## config.mk

```make
export PLATFORM = sky130hd
export DESIGN_NAME = mem_arbiter
export DESIGN_NICKNAME = d
export VERILOG_FILES = /design/src/bus_pkg.sv /design/src/mem_arbiter.sv
export VERILOG_INCLUDE_DIRS = /design/src
export SDC_FILE = /design/constraint.sdc
export NUM_CORES = 1
export LEC_CHECK = 0
export ABC_AREA = 1
export BUFFER_PORTS_ARGS = -buffer_cell sky130_fd_sc_hd__clkbuf_2
export CORE_MARGIN = 2
export CORE_UTILIZATION = 48
export DETAILED_ROUTE_END_ITERATION = 8
export GPL_TIMING_DRIVEN = 0
export PLACE_DENSITY = 0.86
export SLEW_MARGIN = 20
export SYNTH_ARGS = -nofsm -noshare
export SYNTH_HDL_FRONTEND = slang
export SYNTH_SLANG_ARGS = --single-unit
```

## constraint.sdc

```tcl
create_clock -name clk -period 8.8 [get_ports clk]
set_input_delay 0.88 -clock clk [delete_from_list [all_inputs] [get_ports clk]]
set_output_delay 0.88 -clock clk [all_outputs]
set_load 0.01 [all_outputs]
```

## src/mem_consts.svh

```systemverilog
`ifndef MEM_CONSTS_SVH
`define MEM_CONSTS_SVH

// block RAM geometry
`define RAM_WORDS   256
`define RAM_IDX_W   8

// region bases
`define RAM_BASE    32'h0000_0000
`define TIMER_BASE  32'h4000_0000

// timer register byte offsets from TIMER_BASE
`define MTIME_LO_OFS     0   // read only
`define MTIME_HI_OFS     4   // read only
`define MTIMECMP_LO_OFS  8
`define MTIMECMP_HI_OFS  12

// address driven when nothing is issued
`define ADDR_NOP    32'hffff_ffff

// inst/rdata when not valid, also unmapped read value
`define DATA_NONE   32'hffff_ffff

`endif

```

## src/bus_pkg.sv

```systemverilog
package bus_pkg;

    // data port command from the core
    typedef struct packed {
        logic        write;
        logic [31:0] addr;
        logic [31:0] wdata;
        logic [31:0] wmask;   // 1 = take new bit
    } data_req_t;

    // merged command, arbiter to map controller
    typedef struct packed {
        logic        write;
        logic [31:0] addr;
        logic [31:0] wdata;
        logic [31:0] wmask;
    } mem_cmd_t;

    typedef enum logic [1:0] {
        wait_cmd,
        wait_ready,
        wait_read
    } arb_state_e;

endpackage

```

## src/mem_arbiter.sv

```systemverilog
`timescale 1ns/1ps
`include "mem_consts.svh"

module mem_arbiter (
    input  logic               clk,
    input  logic               rst,
    input  logic               halt,
    input  logic               fetch_start,
    output logic               fetch_ready,
    input  logic [31:0]        fetch_addr,
    output logic [31:0]        inst,
    output logic               inst_valid,
    input  logic               data_start,
    output logic               data_ready,
    input  bus_pkg::data_req_t data_req,
    output logic [31:0]        rdata,
    output logic               rdata_valid,
    output logic               mem_start,
    output bus_pkg::mem_cmd_t  mem_cmd,
    input  logic               mem_ready,
    input  logic [31:0]        mem_rdata,
    input  logic               mem_rdata_valid
);
    import bus_pkg::*;

    arb_state_e  state;
    logic        cmd_is_inst;    // fetch is the one in flight
    logic        save_d_start;   // data command waits behind the fetch
    logic [31:0] save_i_addr;
    data_req_t   save_d;
    logic        res_pend;       // result arrived during halt
    logic [31:0] res_data;
    logic        res_valid;
    logic [31:0] res_word;
    mem_cmd_t    cmd_sel;

    assign fetch_ready = (state == wait_cmd);
    assign data_ready  = (state == wait_cmd);

    assign res_valid = mem_rdata_valid || res_pend;
    assign res_word  = res_pend ? res_data : mem_rdata;

    always_comb begin
        case (state)
            wait_cmd:   mem_start = !halt && mem_ready && (fetch_start || data_start);
            wait_ready: mem_start = !halt && mem_ready;
            default:    mem_start = 1'b0;
        endcase
    end

    // fetch wins when both start together
    always_comb begin
        if (state == wait_cmd) begin
            cmd_sel = mem_cmd_t'(data_req);
            if (fetch_start) begin
                cmd_sel.write = 1'b0;
                cmd_sel.addr  = fetch_addr;
            end
        end else begin
            cmd_sel = mem_cmd_t'(save_d);
            if (cmd_is_inst) begin
                cmd_sel.write = 1'b0;
                cmd_sel.addr  = save_i_addr;
            end
        end
    end

    always_comb begin
        mem_cmd = cmd_sel;
        if (!mem_start) begin
            mem_cmd.write = 1'b0;
            mem_cmd.addr  = `ADDR_NOP;
        end
    end

    assign inst_valid  = !halt && (state == wait_read) && res_valid && cmd_is_inst;
    assign rdata_valid = !halt && (state == wait_read) && res_valid && !cmd_is_inst;
    assign inst        = inst_valid ? res_word : `DATA_NONE;
    assign rdata       = rdata_valid ? res_word : `DATA_NONE;

    always_ff @(posedge clk) begin
        if (rst) begin
            state        <= wait_cmd;
            cmd_is_inst  <= 1'b0;
            save_d_start <= 1'b0;
            res_pend     <= 1'b0;
        end else if (halt) begin
            // state frozen, but keep a result that lands now
            if (state == wait_read && mem_rdata_valid) begin
                res_pend <= 1'b1;
            end
        end else begin
            case (state)
                wait_cmd: begin
                    if (fetch_start || data_start) begin
                        cmd_is_inst  <= fetch_start;
                        save_d_start <= data_start;
                        if (!mem_ready) begin
                            state <= wait_ready;
                        end else if (fetch_start || !data_req.write) begin
                            state <= wait_read;
                        end
                        // data write issued, stay in wait_cmd
                    end
                end
                wait_ready: begin
                    if (mem_ready) begin
                        if (cmd_is_inst || !save_d.write) begin
                            state <= wait_read;
                        end else begin
                            state <= wait_cmd;
                        end
                    end
                end
                wait_read: begin
                    if (res_valid) begin
                        res_pend <= 1'b0;
                        if (cmd_is_inst && save_d_start) begin
                            cmd_is_inst <= 1'b0;   // chain the data command
                            state       <= wait_ready;
                        end else begin
                            state <= wait_cmd;
                        end
                    end
                end
                default: state <= wait_cmd;
            endcase
        end
    end

    always_ff @(posedge clk) begin
        if (!halt && state == wait_cmd) begin
            save_i_addr <= fetch_addr;
            save_d      <= data_req;
        end
        if (halt && state == wait_read && mem_rdata_valid) begin
            res_data <= mem_rdata;
        end
    end

    a_one_valid: assert property (@(posedge clk) disable iff (rst)
        !(inst_valid && rdata_valid));

    a_start_needs_ready: assert property (@(posedge clk) disable iff (rst)
        mem_start |-> mem_ready);

endmodule

```

After elaboration in Yosys (flattened, before gate mapping)
Index checks and enable logic that the tools add are counted.
Widths: inputs -> output; s select.
{"block": "op_classes", "n_reduce_logical": 27, "muxes": 24, "bitwise_logic": 1, "eq_ne": 8}
{"op": "$mux 33", "count": 3}
{"op": "$mux 97", "count": 1}
{"op": "$mux 32", "count": 3}
{"op": "$mux 2", "count": 6}
{"op": "$logic_and 1x1->1", "count": 11}
{"op": "$reduce_and 5->1", "count": 2}
{"op": "$mux 1", "count": 8}
{"op": "$ne 2x1->1 const B", "count": 3}
{"op": "$pmux 2 s3", "count": 1}
{"op": "$reduce_and 3->1", "count": 2}
{"op": "$reduce_bool 2->1", "count": 3}
{"op": "$logic_not 1->1", "count": 4}
{"op": "$logic_or 1x1->1", "count": 4}
{"op": "$ne 2x2->1 const B", "count": 2}
{"op": "$pmux 1 s2", "count": 2}
{"op": "$ne 3x2->1 const B", "count": 1}
{"op": "$eq 2x1->1 const B", "count": 1}
{"op": "$eq 2x2->1 const B", "count": 1}
{"op": "$logic_not 2->1", "count": 1}
{"op": "$not 1->1", "count": 1}
{"block": "word_totals", "word_cells": 70, "in_bits": 168, "reg_bits": 166}

Longest topological paths before layout
{"block": "logic_depth", "depth_word": 6, "mapped_depth": 8}

Worst setup path after synthesis
Ideal clock, no wire load.
{"block": "synth_path", "path_type": "input to register", "start": "input halt", "end": "register save_d_start", "arrival_time_ns": 6.827, "path_buffers": 0, "stages": 4, "setup_ns": 0.126, "setup_slack_ns": 1.847, "t_required_ns": 8.674, "path_cell_list": "nor2_1 nand2_1 nand2_1 a21oi_1"}
{"block": "synth_between", "elab_chain_cells": 2}
{"item": "start: declaration", "line_no": "mem_arbiter.sv:7", "source": "input logic halt,"}
{"item": "$not 1->1 (no line)"}
{"item": "$reduce_and 3->1 (no line)"}
{"item": "end signal: assignment", "line_no": "mem_arbiter.sv:97", "source": "save_d_start <= data_start;"}
{"item": "end: declaration", "line_no": "mem_arbiter.sv:28", "source": "logic save_d_start;"}
Every way passes these cells.
A chain may end at the register's enable or synchronous reset.

==> results by group <==
Worst setup path
  – Startpoint class of the critical path: input pin
  – Crit path required time: 7.92 ns
  – Arrival time at the worst endpoint: 2.32 ns
  – Source of the worst register-to-register timing path: state[0]
  – CP startpoint: fetch_start
  – Crit-path max FO: 10
  – Type of the worst setup path: in -> out
  – Crit end category: output port

STA
  – Final critical path time including I/O delays and setup: 3.204 ns
  – Aggregate negative setup slack: 0 ns
  – Period Utilization, post-route: 0.3641
  – Fmax: 312.1 MHz
  – Final hold vios: 0
  – Setup repair after global routing missed its margin: false
  – Worst clock skew: 0.01006 ns
  – Worst-case headroom to the max-slew limit: 0.5556
  – Number of slew-limit violations in the final report: 0
  – Final setup vio count: 0
  – Pin slew with the least headroom to its limit: 0.6656 ns

Route
  – Count of routing violations after the opening detailed-route iteration: 464
  – Routed via count divided by cell count: 5.108
  – Average wire per standard cell: 16.67 um
  – Total via count in the routed design: 6707
  – Count of TritonRoute iterations in the first routing pass: 5
  – Number of nets still failing antenna checks after routing: 0
  – Remaining routing DRC violations: 0
  – Total Wirelength: 21890 um

GRT
  – Number of global-route vias before repair: 6255
  – Wire length of the first global-routing pass: 31830 um
  – Remaining global-route overflow: 0
  – GRT Util Overall: 0.2472
  – Maximum number of pins on one net before global-route repair: 33
  – Number of antenna violations at the first check in global routing: 0

Synth
  – Cell type with the largest total area after synthesis: sky130_fd_sc_hd__edfxtp_1
  – Area contributors post-synth: sky130_fd_sc_hd__edfxtp_1 63%, sky130_fd_sc_hd__nand2_1 13%, sky130_fd_sc_hd__mux2i_1 4.2%
  – Count of cell types in the netlist: 23
  – Synth top area share: 0.6304
  – Top cell types by occurrence after synthesis: 272 x sky130_fd_sc_hd__nand2_1, 161 x sky130_fd_sc_hd__edfxtp_1, 83 x sky130_fd_sc_hd__nor2_1
  – Post-Synth Adder-Cell Area: 0
  – Combinational family with the most area after synthesis: simple AND/OR/NAND/NOR gates
  – Mapped Nets: 898
  – Post-synth ARST share: 0
  – Summed instance area of the synthesized netlist: 0.007669 mm^2
  – Library cell with the highest instance count after synthesis: sky130_fd_sc_hd__nand2_1
  – Predominant post-synthesis flop cell: sky130_fd_sc_hd__edfxtp_1
  – Number of flops mapped to enable cells by yosys: 161
  – Syn Inst Count: 730
  – Portion of netlist area occupied by mux cells: 0.04177
  – Xor and xnor area share after synthesis: 0
  – Synth Warn #: 0
  – Post-synthesis share of cell area spent on and, or, nand and nor gates: 0.1888
  – Mapped Avg Cell Area: 10.50 um^2
  – Proportion of synthesized chip area in sequential cells: 0.6435
  – Area fraction in compound gates after synthesis: 0.08272
  – Synth Register Bits: 166

Final layout
  – Post-layout net count: 1254
  – Fraction of layout cells with a size suffix above 1: 0.3692
  – Final non-filler cell area: 0.01025 mm^2
  – Number of inserted diodes: 0
  – Non-filler instance count after layout: 1313
  – Layout overhead on the synthesized area: 33.72%

Clock tree
  – Clock sink count: 166
  – TritonCTS clock tree: built
  – Hold buffers post-CTS: 0
  – Clk root buf: sky130_fd_sc_hd__clkbuf_16
  – Setup bufs post-CTS: 0
  – Number of clock buffers inserted by TritonCTS: 17
  – Number of gates given a new drive strength after cts: 0
  – Clock slew seen by the registers of the worst setup and hold paths: 0.06 ns
  – Clock insertion delay at the later pin of the skew report: 0.42 ns
  – Worst-case clock buffer depth: 2
  – Number of levels the H-tree was split into: 4

Power and ir drop
  – Clock share of power: 0.330
  – Switching power total: 0.0006036 W
  – Power per cell area: 207.6 mW/mm^2
  – Proportion of power drawn by combinational gates: 0.218
  – Leak Pwr: 4.417 nW
  – Worst ir drop on vdd: 0.1354 mV
  – Share of power burned in registers: 0.453
  – Switching part of the total power: 0.2836
  – Total power of the final layout: 0.002129 W
  – Internal power consumption: 0.001525 W

Placement
  – Buffers on Ports: 332
  – Hpwl dp: 16460 um
  – Final weighted congestion in routability-driven placement: 0.8571
  – Post-placement cell area: 0.009708 mm^2
  – Post-Place Cells: 1283

Flow run
  – Maximum capacitance violations: 0

Floorplan
  – Die Width: 130.4 um
  – Top-Level Pins: 334
  – Std-Cell Rows: 46
  – Initial Util: 0.4863
  – Height of the die: 130.4 um
  – Die area: 0.01700 mm^2
  – Core outline area: 0.01577 mm^2

Min path
  – Worst hold-check path type: reg -> reg
  – Startpoint of the lowest-slack hold path: save_d_start

Status
  – Outcome: complete, no violations
-- metal layers --
layer	share of wire	track usage
met1	0.40	0.2970
met4	0.020	0.09011
met5	0	0
met2	0.50	0.4299
met3	0.080	0.06718
-- cell usage in the layout (no fill, tap or decap), drive strengths merged --
| cell type | Yosys | final |
|---|---|---|
| clkbuf | 17 | 370 |
| nand2 | 273 | 273 |
| edfxtp | 161 | 161 |
| nor2 | 87 | 87 |
| o21ai | 66 | 66 |
| buf | 32 | 37 |
| o221ai | 32 | 32 |
| mux2i | 32 | 32 |
| inv | 12 | 12 |
| nand3 | 7 | 7 |
| dfxtp | 5 | 5 |
| clkinv | 0 | 5 |
| a21oi | 4 | 4 |
| bufinv | 0 | 2 |
| clkinvlp | 0 | 2 |
| or2 | 1 | 1 |
| nor3b | 1 | 1 |
-- stage by stage --
stage                     hold WS [ns]  setup slack [ns]  utilization
after CTS                       0.4751             5.530       0.6503
after floorplan                 0.4342             1.847            -
after global placement          0.4513           -0.6816       0.6088
final                           0.4830             5.596       0.6503
after detailed placement        0.4659             5.525       0.6156
after global routing            0.4988             5.462       0.6503
-- sequential cells by signal (all words and copies together), names as in the netlist --
register / cells
state: 2
res_data: 32
save_d_start: 1
cmd_is_inst: 1
res_pend: 1
save_d: 97
save_i_addr: 32
-- critical path, stage by stage --
cell and delay [ns]:
sky130_fd_sc_hd__buf_2 0.17, sky130_fd_sc_hd__inv_1 0.23, sky130_fd_sc_hd__clkbuf_1 0.50, sky130_fd_sc_hd__nor2_1 0.10
sky130_fd_sc_hd__o221ai_1 0.25, sky130_fd_sc_hd__clkbuf_2 0.19
-- power groups by stage --
stage / combinational [W] / clock, W / sequential [W]
floorplan: 0.000254 / 0 / 0.000989
global placement: 0.000440 / 0 / 0.000998
detailed placement: 0.000464 / 0 / 0.000980
CTS: 0.000466 / 0.000713 / 0.000964
global route: 0.000515 / 0.000743 / 0.000969
finish: 0.000463 / 0.000702 / 0.000964
-- final cells by class --
| cell class | count | area (um^2) |
|---|---|---|
| Sequential cell | 166 | 4935 |
| Inverter | 12 | 45.04 |
| Tap cell | 216 | 270.3 |
| Fill cell | 1270 | 5515 |
| Multi-Input combinational cell | 503 | 2410 |
| Timing Repair Buffer | 337 | 1762 |
| Clock inverter | 9 | 106.4 |
| Clock buffer | 21 | 440.4 |
| Buffer | 49 | 286.5 |
-- final timing paths --
kind / end / slack (ns) / cells after the start
worst max-delay path: mem_cmd[78] / 5.60 / 6
worst min-delay path: save_d_start / 0.48 / 2
worst max register to register: cmd_is_inst / 7.00 / 8
worst min register to register: save_d_start / 0.48 / 2
-- cell families (layout without fill, tap and decap cells) --
| group | Yosys count | in the layout |
|---|---|---|
| muxes | 32 | 32 |
| AOI/OAI and AO/OA | 102 | 102 |
| buffers and inverters | 61 | 428 |
| DFF | 166 | 166 |
| and+or+nand+nor | 369 | 369 |
No activity file was read; power rests on OpenSTA's default activity.
