**config.mk**
```make
export PLATFORM = sky130hd
export DESIGN_NAME = mem_map_ctrl
export DESIGN_NICKNAME = d
export VERILOG_FILES = /design/src/bus_pkg.sv /design/src/map_pkg.sv /design/src/mem_map_ctrl.sv
export VERILOG_INCLUDE_DIRS = /design/src
export SDC_FILE = /design/constraint.sdc
export NUM_CORES = 1
export LEC_CHECK = 0
export BUFFER_PORTS_ARGS = -buffer_cell sky130_fd_sc_hd__buf_2
export CAP_MARGIN = 20
export CORE_ASPECT_RATIO = 0.7
export CORE_MARGIN = 10
export CORE_UTILIZATION = 49
export CTS_CLUSTER_DIAMETER = 120
export DETAILED_ROUTE_END_ITERATION = 7
export PLACE_DENSITY_LB_ADDON = 0.15
export SLEW_MARGIN = 25
export SYNTH_ARGS = -nofsm -noshare
export SYNTH_HDL_FRONTEND = slang
export SYNTH_SLANG_ARGS = --single-unit
```
**constraint.sdc**
```tcl
create_clock -name clk -period 6 [get_ports clk]
set_clock_uncertainty 0.15 [all_clocks]
set_input_delay 0 -clock clk [delete_from_list [all_inputs] [get_ports clk]]
set_output_delay 0 -clock clk [all_outputs]
set_load 0.02 [all_outputs]
```
**src/mem_consts.svh**
```systemverilog
`ifndef MEM_CONSTS_SVH
`define MEM_CONSTS_SVH

// block RAM geometry
`define RAM_WORDS   256
`define RAM_IDX_W   8

// region bases
`define RAM_BASE    32'h0000_0000
`define TIMER_BASE  32'h4000_0000

// timer register byte offsets from TIMER_BASE
`define MTIME_LO_OFS     0   // read only
`define MTIME_HI_OFS     4   // read only
`define MTIMECMP_LO_OFS  8
`define MTIMECMP_HI_OFS  12

// address driven when nothing is issued
`define ADDR_NOP    32'hffff_ffff

// inst/rdata when not valid, also unmapped read value
`define DATA_NONE   32'hffff_ffff

`endif

```
**src/bus_pkg.sv**
```systemverilog
package bus_pkg;

    // data port command from the core
    typedef struct packed {
        logic        write;
        logic [31:0] addr;
        logic [31:0] wdata;
        logic [31:0] wmask;   // 1 = take new bit
    } data_req_t;

    // merged command, arbiter to map controller
    typedef struct packed {
        logic        write;
        logic [31:0] addr;
        logic [31:0] wdata;
        logic [31:0] wmask;
    } mem_cmd_t;

    typedef enum logic [1:0] {
        wait_cmd,
        wait_ready,
        wait_read
    } arb_state_e;

endpackage

```
**src/map_pkg.sv**
```systemverilog
package map_pkg;

    // where a word address lands
    typedef enum logic [1:0] {
        region_ram,
        region_timer,
        region_unmapped
    } region_e;

    // decoded target, index is the word offset inside the region
    typedef struct packed {
        region_e     region;
        logic [31:0] index;
    } map_target_t;

endpackage

```
**src/mem_map_ctrl.sv**
```systemverilog
`timescale 1ns/1ps
`include "mem_consts.svh"

module mem_map_ctrl (
    input  logic                  clk,
    input  logic                  rst,
    input  logic                  start,
    input  bus_pkg::mem_cmd_t     cmd,
    output logic                  ready,
    output logic [31:0]           rdata,
    output logic                  rdata_valid,
    input  logic [63:0]           mtime,
    output logic [63:0]           mtimecmp,
    output logic                  ram_en,
    output logic                  ram_we,
    output logic [`RAM_IDX_W-1:0] ram_index,
    output logic [31:0]           ram_wdata,
    output logic [31:0]           ram_wmask,
    input  logic [31:0]           ram_rdata,
    input  logic                  ram_busy
);
    import map_pkg::*;

    map_target_t tgt;
    logic [31:0] ram_ofs;
    logic [31:0] tmr_ofs;
    logic        accept;
    logic [31:0] tmr_word;
    logic        busy_q;      // one-cycle service stage
    logic        read_q;
    region_e     region_q;
    logic [31:0] tmr_rdata;

    assign ram_ofs = cmd.addr - `RAM_BASE;
    assign tmr_ofs = cmd.addr - `TIMER_BASE;

    // low two address bits dropped
    always_comb begin
        if (ram_ofs < `RAM_WORDS * 4) begin
            tgt.region = region_ram;
            tgt.index  = {2'b00, ram_ofs[31:2]};
        end else if (tmr_ofs < `MTIMECMP_HI_OFS + 4) begin
            tgt.region = region_timer;
            tgt.index  = {2'b00, tmr_ofs[31:2]};
        end else begin
            tgt.region = region_unmapped;
            tgt.index  = '0;
        end
    end

    assign ready  = !busy_q && !ram_busy;
    assign accept = start && ready;

    assign ram_en    = accept && (tgt.region == region_ram);
    assign ram_we    = cmd.write;
    assign ram_index = tgt.index[`RAM_IDX_W-1:0];
    assign ram_wdata = cmd.wdata;
    assign ram_wmask = cmd.wmask;

    always_comb begin
        case (tgt.index[1:0])
            2'(`MTIME_LO_OFS >> 2):    tmr_word = mtime[31:0];
            2'(`MTIME_HI_OFS >> 2):    tmr_word = mtime[63:32];
            2'(`MTIMECMP_LO_OFS >> 2): tmr_word = mtimecmp[31:0];
            default:                   tmr_word = mtimecmp[63:32];
        endcase
    end

    always_ff @(posedge clk) begin
        if (rst) begin
            busy_q   <= 1'b0;
            read_q   <= 1'b0;
            region_q <= region_unmapped;
            mtimecmp <= '1;
        end else begin
            busy_q <= accept;
            if (accept) begin
                read_q   <= !cmd.write;
                region_q <= tgt.region;
            end
            if (accept && cmd.write && tgt.region == region_timer) begin
                // mtime halves are read only
                if (tgt.index[1:0] == 2'(`MTIMECMP_LO_OFS >> 2)) begin
                    mtimecmp[31:0] <= (mtimecmp[31:0] & ~cmd.wmask) | (cmd.wdata & cmd.wmask);
                end else if (tgt.index[1:0] == 2'(`MTIMECMP_HI_OFS >> 2)) begin
                    mtimecmp[63:32] <= (mtimecmp[63:32] & ~cmd.wmask)
                                     | (cmd.wdata & cmd.wmask);
                end
            end
        end
    end

    always_ff @(posedge clk) begin
        if (accept) begin
            tmr_rdata <= tmr_word;   // sampled at accept
        end
    end

    assign rdata_valid = busy_q && read_q;

    always_comb begin
        if (!rdata_valid) begin
            rdata = `DATA_NONE;
        end else begin
            case (region_q)
                region_ram:   rdata = ram_rdata;
                region_timer: rdata = tmr_rdata;
                default:      rdata = `DATA_NONE;
            endcase
        end
    end

    a_no_valid_after_write: assert property (@(posedge clk) disable iff (rst)
        (start && ready && cmd.write) |=> !rdata_valid);

endmodule

```
# [Word level (Yosys, flattened, before mapping)]
# Index checks and enable logic that the tools add are counted.
[op_classes] n_eq_ne=5 order_cmp=2 reduce_logical=14 n_bitwise=7 add_sub_neg=1 n_mux=5
[op_table] cell="32-bit AND" n=3
[op_table] cell="32-bit one-hot mux with 3 select lines" n=1
[op_table] cell="34-bit 2-to-1 mux" n=2
[op_table] cell="32-bit OR" n=2
[op_table] cell="32-bit one-hot mux with 2 select lines" n=1
[op_table] cell="32-bit by 11-bit less-than comparator with 1-bit output, second input constant" n=1
[op_table] cell="32-bit by 5-bit less-than comparator with 1-bit output, second input constant" n=1
[op_table] cell="32-bit 2-to-1 mux" n=1
[op_table] cell="32-bit inverter" n=1
[op_table] cell="32-bit by 31-bit subtractor with 32-bit output, second input constant" n=1
[op_table] cell="2-bit by 1-bit equality test with 1-bit output, second input constant" n=3
[op_table] cell="1-bit logical AND" n=6
[op_table] cell="2-bit logical NOT" n=3
[op_table] cell="2-bit equality test, second input constant" n=2
[op_table] cell="1-bit logical NOT" n=3
[op_table] cell="3-bit AND reduction" n=1
[op_table] cell="2-bit AND reduction" n=1
[op_table] cell="1-bit inverter" n=1
[word_totals] input_bits=197 word_cells=40 output_inout_bits=172 ff_bits=100

# [Logic depth before layout (Yosys ltp)]
# Gate-level depths: netlist of the first run.
[logic_depth] ltp_word=7 depth_mapped=8 depth_no_buf=5

# [Worst setup path before layout of the first run]
# OpenSTA, ideal clock, no wires.
[synth_timing] path_type="register to register" startpoint="reg busy_q" endpoint="reg with a tool-made name" n_path_buf=3 synth_period_minus_slack_ns=2.239 arrival_ns=1.966 stages_incl_launch_ff=9 path_slack_ns=3.761 setup_ns=0.122 required_ns=5.728 cell_sequence="dfxtp_1 or3b_1 clkbuf_1 nor3_1 and4_1 buf_2 buf_2 a31oi_1 a311o_1"
[synth_lines] element="from (decl)" line="mem_map_ctrl.sv:29" source="logic busy_q;"
[synth_lines] element="from (signal assigned)" line="mem_map_ctrl.sv:76" source="busy_q <= accept;"

==> results of run 1 <==
layer usage:
metal	vias up	share of wire [%]
li1	3620	-
met1	3754	39
met2	558	46
met3	68	12
met4	4	2.4
met5	-	0.081
kinds of logic (layout without fill, tap and decap cells):
group / count (synthesis) / in the layout / share of synthesized area, %
flops: 100 / 100 / 34.5
buf+inv: 196 / 557 / 16.0
other cells: 0 / 4 / 0
simple gates: 255 / 255 / 18.0
compound gates: 197 / 197 / 21.9
mux: 64 / 64 / 9.53
placed cells by master (no fill, tap or decap), types with 2 or more instances in the layout:
| cell | Yosys | final |
|---|---|---|
| buf_2 | 13 | 366 |
| dlygate4sd3_1 | 0 | 117 |
| nor2_1 | 99 | 99 |
| dfxtp_1 | 68 | 67 |
| nand2_1 | 66 | 66 |
| mux2i_1 | 64 | 64 |
| inv_1 | 45 | 45 |
| a31oi_1 | 42 | 42 |
| nand4_1 | 35 | 35 |
| o31ai_1 | 32 | 32 |
| o221ai_1 | 32 | 32 |
| edfxtp_1 | 32 | 32 |
| a21oi_1 | 30 | 30 |
| nand3_1 | 22 | 22 |
| a41o_1 | 22 | 22 |
| a21o_1 | 22 | 22 |
| buf_4 | 76 | 13 |
| clkbuf_16 | 0 | 12 |
| a311o_1 | 10 | 10 |
| and2_1 | 7 | 7 |
| nor4_1 | 6 | 6 |
| diode_2 | 0 | 4 |
| and3_1 | 4 | 4 |
| nor3_1 | 3 | 3 |
| a22oi_1 | 3 | 3 |
| or4_1 | 2 | 2 |
| nor4_4 | 2 | 2 |
stage by stage:
step	hold slack (ps)	instance area, µm²	total power, µW	setup WS, ps
floorplan	-75.1	6720	879	3760
global placement	104	8000	976	2640
detailed placement	105	8000	979	2620
CTS	5.10	9500	1630	2460
global route	5.21	9510	1690	2260
finish	4.40	9510	1640	2400
layout make-up:
| cell class | count | area (µm²) |
|---|---|---|
| Clock inverter | 3 | 20.0 |
| Sequential cell | 100 | 2320 |
| Timing Repair Buffer | 496 | 3100 |
| Clock buffer | 13 | 304 |
| Fill cell | 1091 | 3800 |
| Inverter | 45 | 169 |
| Tap cell | 185 | 231 |
| Multi-Input combinational cell | 516 | 3350 |
| Antenna cell | 4 | 10.0 |
how the worst min path moves through the flow:
| stage | from | end | slack (ps) | cells after the start |
|---|---|---|---|---|
| finish | mtime[49] | tmr_rdata[17]$_DFFE_PP_ | 4 | 3 |
| floorplan | ram_busy | ready | -80 | 1 |
| global route | mtime[50] | tmr_rdata[18]$_DFFE_PP_ | 5 | 3 |
| global placement | cmd[53] | ram_wdata[21] | 100 | 2 |
| CTS | mtime[58] | tmr_rdata[26]$_DFFE_PP_ | 5 | 3 |
| detailed placement | cmd[52] | ram_wdata[20] | 100 | 2 |
power breakdown:
group | leakage, µW | internal, µW | switching (µW) | total, µW
Clock | 0.000162 | 359 | 264 | 623
Sequential | 0.000854 | 712 | 8.80 | 721
Combinational | 0.00306 | 135 | 161 | 297
critical path: stages:
cell,delay [ps]
buf_2,110
nor4_1,710
a21bo_2,480
buf_4,360
and4_2,620
buf_4,470
nand3_1,130
a21o_1,200
dlygate4sd3_1,560
==> run metrics, run 1 <==
antenna-violating nets left=0; final worst-path cycle share=60.0%; Lkg Pwr=0.00407 µW; largest net degree at the start of global routing=between 100 and 150; Final Non-Filler Cells=1362; gr ovfl total=0; setup slack, reg-to-reg=2530 ps; EDFF count, synth=32; Worst Setup Start Kind=input port; Post-Route Setup TNS=0 ps; syn nets=1009; Final Slew Violations=0; GR peak layer=met2; Max VDD drop=0.140 mV; flop and latch count out of synthesis=100; Finish-stage setup viols=0; Hold-fix buffers, CTS=117; highest clock rate=278 MHz; Clock Latency Late Sink=340 ps; fin util=71.4%; post-synth cell types=38; Crit Path Category=in2reg; Mapped Avg Cell Area=8.28 µm²; layout cell share with drive strength beyond 1=approximately 35%; CTS H-tree lvls=3; via count of the first global-routing pass=7684; Primary FF master, synth=dfxtp_1; initial drt markers=928; Layout Nets=~1400; Max FO, Critical Path=36; Worst Setup End Kind=flop; routed len/inst=22.7 µm; maxcap violations=0; total clock sinks=100; # rows=35; run status=finished clean; Root Buffer=clkbuf_16; post-cts resize count=0; pwr dens=172 nW/µm²; vias per cell=5.88; die span in x=160 µm; top cell type by total area after synthesis=dfxtp_1; Vias=8004; TritonCTS Buffers=9; Yosys top cell area share=20.2%; Max clock buf depth=2; gpl congestion=0.869; ys async rst share=0%; initial antenna violation count=6; Placeable Area=13300 µm²; Worst Reg-to-Reg Cells=7; most area-consuming cells after synthesis=dfxtp_1 20%, edfxtp_1 14%, mux2i_1 9.5%; Min-Delay Path Class=in2reg; RSZ-0062 raised after global routing=false; Ys Warns=0; worst-margin pin slew=1060 ps; max_slew headroom=about 29%; initial core utilization=50.5%; M3 GR Usage=11.3%; first-pass iteration count of the detailed router=6; met1 usage=37.2%; Clk pin slew, worst setup/hold paths=70 ps; port buffer count=366; DP HPWL=about 21 mm; most frequent cell after synthesis=nor2_1; dpl cells=approximately 1200; Total GRT Usage=30.4%; Die H=118 µm; drc violations=0; Area Overhead vs Synth=41.4%; postcts setup bufs=0; worst r2r src=busy_q$_SDFF_PP0_; WP data required=just over 6000 ps; Boundary Pins=369; Post-Syn Area=6720 µm²; Data arrival, critical path=3680 ps; CTS tree=done; final wirelength=just over 30 mm; beginning of the critical path=cmd[72]; Hold Violations, Final=0; GRT met2 Usage=48.5%; Syn Inst Count=812; Synth top cells by count=99 x nor2_1, 76 x buf_4, 68 x dfxtp_1; sequential share of the synthesized area=34.5%; Die Area=18900 µm²; Tmin final=approximately 3600 ps; first-pass GRT wire length=45.9 mm
No activity file was read; power rests on OpenSTA's default activity.
==> run 2, diff against run 1 <==
Settings changed: CORE_UTILIZATION 49 to 41.
Clock period 6 ns to 3.1 ns, I/O delays scaled along.
==> run 2 against run 1 <==
Net effect:
- register-to-register slack worse by 2400 ps
- clock-buffer cell count fell by 3
- non-clock buffer count is 25 higher
- worst hold slack better by 4.0 ps
- critical path depth shrank 2
- global-route usage fell by 3.3 points
- sequential share of layout area is 0.68 points lower
- largest power group unchanged
==> run metrics, run 2 (synthesis results as in run 1) <==
Placeable Area=16200 µm² (was 13300 µm²); Clock Latency Late Sink=350 ps (was 340 ps); Worst Reg-to-Reg Cells=7 (unchanged); max_slew headroom=30.5% (was 29.2%); gr ovfl total=0 (unchanged); Total GRT Usage=27.0% (was 30.4%); largest net degree at the start of global routing=101 (unchanged); Die Area=22000 µm² (was 18900 µm²); Layout Nets=1390 (was 1365); worst-margin pin slew=1040 ps (was 1060 ps); Final Non-Filler Cells=1427 (was 1362); port buffer count=366 (unchanged); maxcap violations=0 (unchanged); Post-Route Setup TNS=0 ps (unchanged); Finish-stage setup viols=0 (unchanged); Max VDD drop=0.352 mV (was 0.140 mV); total clock sinks=100 (unchanged); Die H=127 µm (was 118 µm); Tmin final=2950 ps; # rows=39 (was 35); antenna-violating nets left=0 (unchanged); Root Buffer=clkbuf_16 (unchanged); dpl cells=1279 (was 1225); RSZ-0062 raised after global routing=false (unchanged); vias per cell=5.55 (was 5.88); WP data required=3190 ps (was 6080 ps); Worst Setup Start Kind=flop (was input port); routed len/inst=22.2 µm (was 22.7 µm); Final Slew Violations=0 (unchanged); run status=finished clean (unchanged); hold depth=5 (was 3); pwr dens=317 nW/µm² (was 172 nW/µm²); highest clock rate=339 MHz; Cell Chain, Critical Path=or3b_1 -> nor3_2 -> and4_2 -> buf_6 -> a31oi_1 -> a311o_1 -> dlygate4sd3_1 (was buf_2 -> nor4_1 -> a21bo_2 -> buf_4 -> and4_2 -> buf_4 -> nand3_1 -> a21o_1 -> dlygate4sd3_1); Worst Setup End Kind=flop (unchanged); Lkg Pwr=0.00417 µW (was 0.00407 µW); CP max stage cell=dlygate4sd3_1 (was nor4_1); die span in x=173 µm (was 160 µm); TritonCTS Buffers=9 (unchanged); final wirelength=31.6 mm (was 30.9 mm); Pwr Total=3100 µW (was 1640 µW); first-pass iteration count of the detailed router=7 (was 6); first-pass GRT wire length=47.5 mm (was 45.9 mm); Clk pin slew, worst setup/hold paths=70 ps (about the same); Min-Delay Path Class=in2reg (unchanged); Max clock buf depth=2 (unchanged); Data arrival, critical path=3040 ps (was 3680 ps); slowest stage delay, CP=570 ps (was 710 ps); gpl congestion=0.845 (was 0.869); most common cell after layout, fill and taps aside=buf_2 (unchanged); fin util=60.4% (was 71.4%); final worst-path cycle share=between 90% and 100%; initial drt markers=697 (was 928); initial antenna violation count=4 (was 6); drc violations=0 (unchanged); Boundary Pins=369 (unchanged); Vias=7922 (was 8004); postcts setup bufs=0 (unchanged); commonest cells after routing, fill and taps aside=365 x buf_2, 128 x dlygate4sd3_1, 99 x nor2_1 (was 366 x buf_2, 117 x dlygate4sd3_1, 99 x nor2_1); Area Overhead vs Synth=45.4% (was 41.4%); initial core utilization=41.5% (was 50.5%); CTS tree=done (unchanged); layout cell share with drive strength beyond 1=35.2% (was 34.5%); Max FO, Critical Path=24 (was 36); Crit Path Category=reg2reg (was in2reg); CTS H-tree lvls=3 (unchanged); via count of the first global-routing pass=7956 (was 7684); DP HPWL=22.9 mm (was 21.3 mm); Hold Violations, Final=0 (unchanged)
[run 2: power by group]
part	switching [µW]	internal [µW]	total (µW)
Clock	537	576	1110
Combinational	313	272	586
Sequential	20.1	1380	1400
Total	871	2230	3100
[run 2: area by class of cell]
class                   count  area, µm²
fillers                  1508       6420
repair buffers            521       3360
multi-input cells         516       3350
flip-flops and latches    100       2320
well taps                 225        282
clock buffers              10        239
inverters                  45        169
clock inverters             6       47.5
diodes                      4       10.0
[run 2: final timing paths]
path / start / endpoint / slack, ps
max: busy_q$_SDFF_PP0_ / flop / 150
min: mtime[2] / tmr_rdata[2]$_DFFE_PP_ / 8
max reg2reg: busy_q$_SDFF_PP0_ / flop / 150
min reg2reg: flop / flop / 330
[run 2: critical path: cells and delay by family, from the launching register on]
kind | cells | cell delay, ps
AO/OA/AOI/OAI | 2 | 450
buffers and inverters | 2 | 800
flip-flops | 1 | 320
AND/OR/NAND/NOR | 3 | 1110
[run 2: timing repair]
| item | CTS | global route |
|---|---|---|
| endpoints found under the setup margin | 0 | 11 |
| hold endpoints to repair | 93 | 0 |
| gates resized for setup | 0 | 2 |
| hold buffers | 128 | 0 |
[run 2: routing by layer]
metal  vias up  global-route usage [%]  share of wire, %
met4         0                    5.92               1.4
met3        37                    9.62                11
met2       445                    43.2                46
li1       3682                       -                 -
met1      3758                    34.6                42
met5         -                       0                 0
[run 2: through the flow]
| stage | setup slack (ps) | cell area, µm² | hold slack [ps] |
|---|---|---|---|
| floorplan | 861 | 6720 | -75.1 |
| global placement | 316 | 8190 | 106 |
| detailed placement | 272 | 8190 | 106 |
| CTS | 39.8 | 9760 | 0.350 |
| global route | 32.5 | 9780 | 14.6 |
| finish | 151 | 9780 | 8.43 |
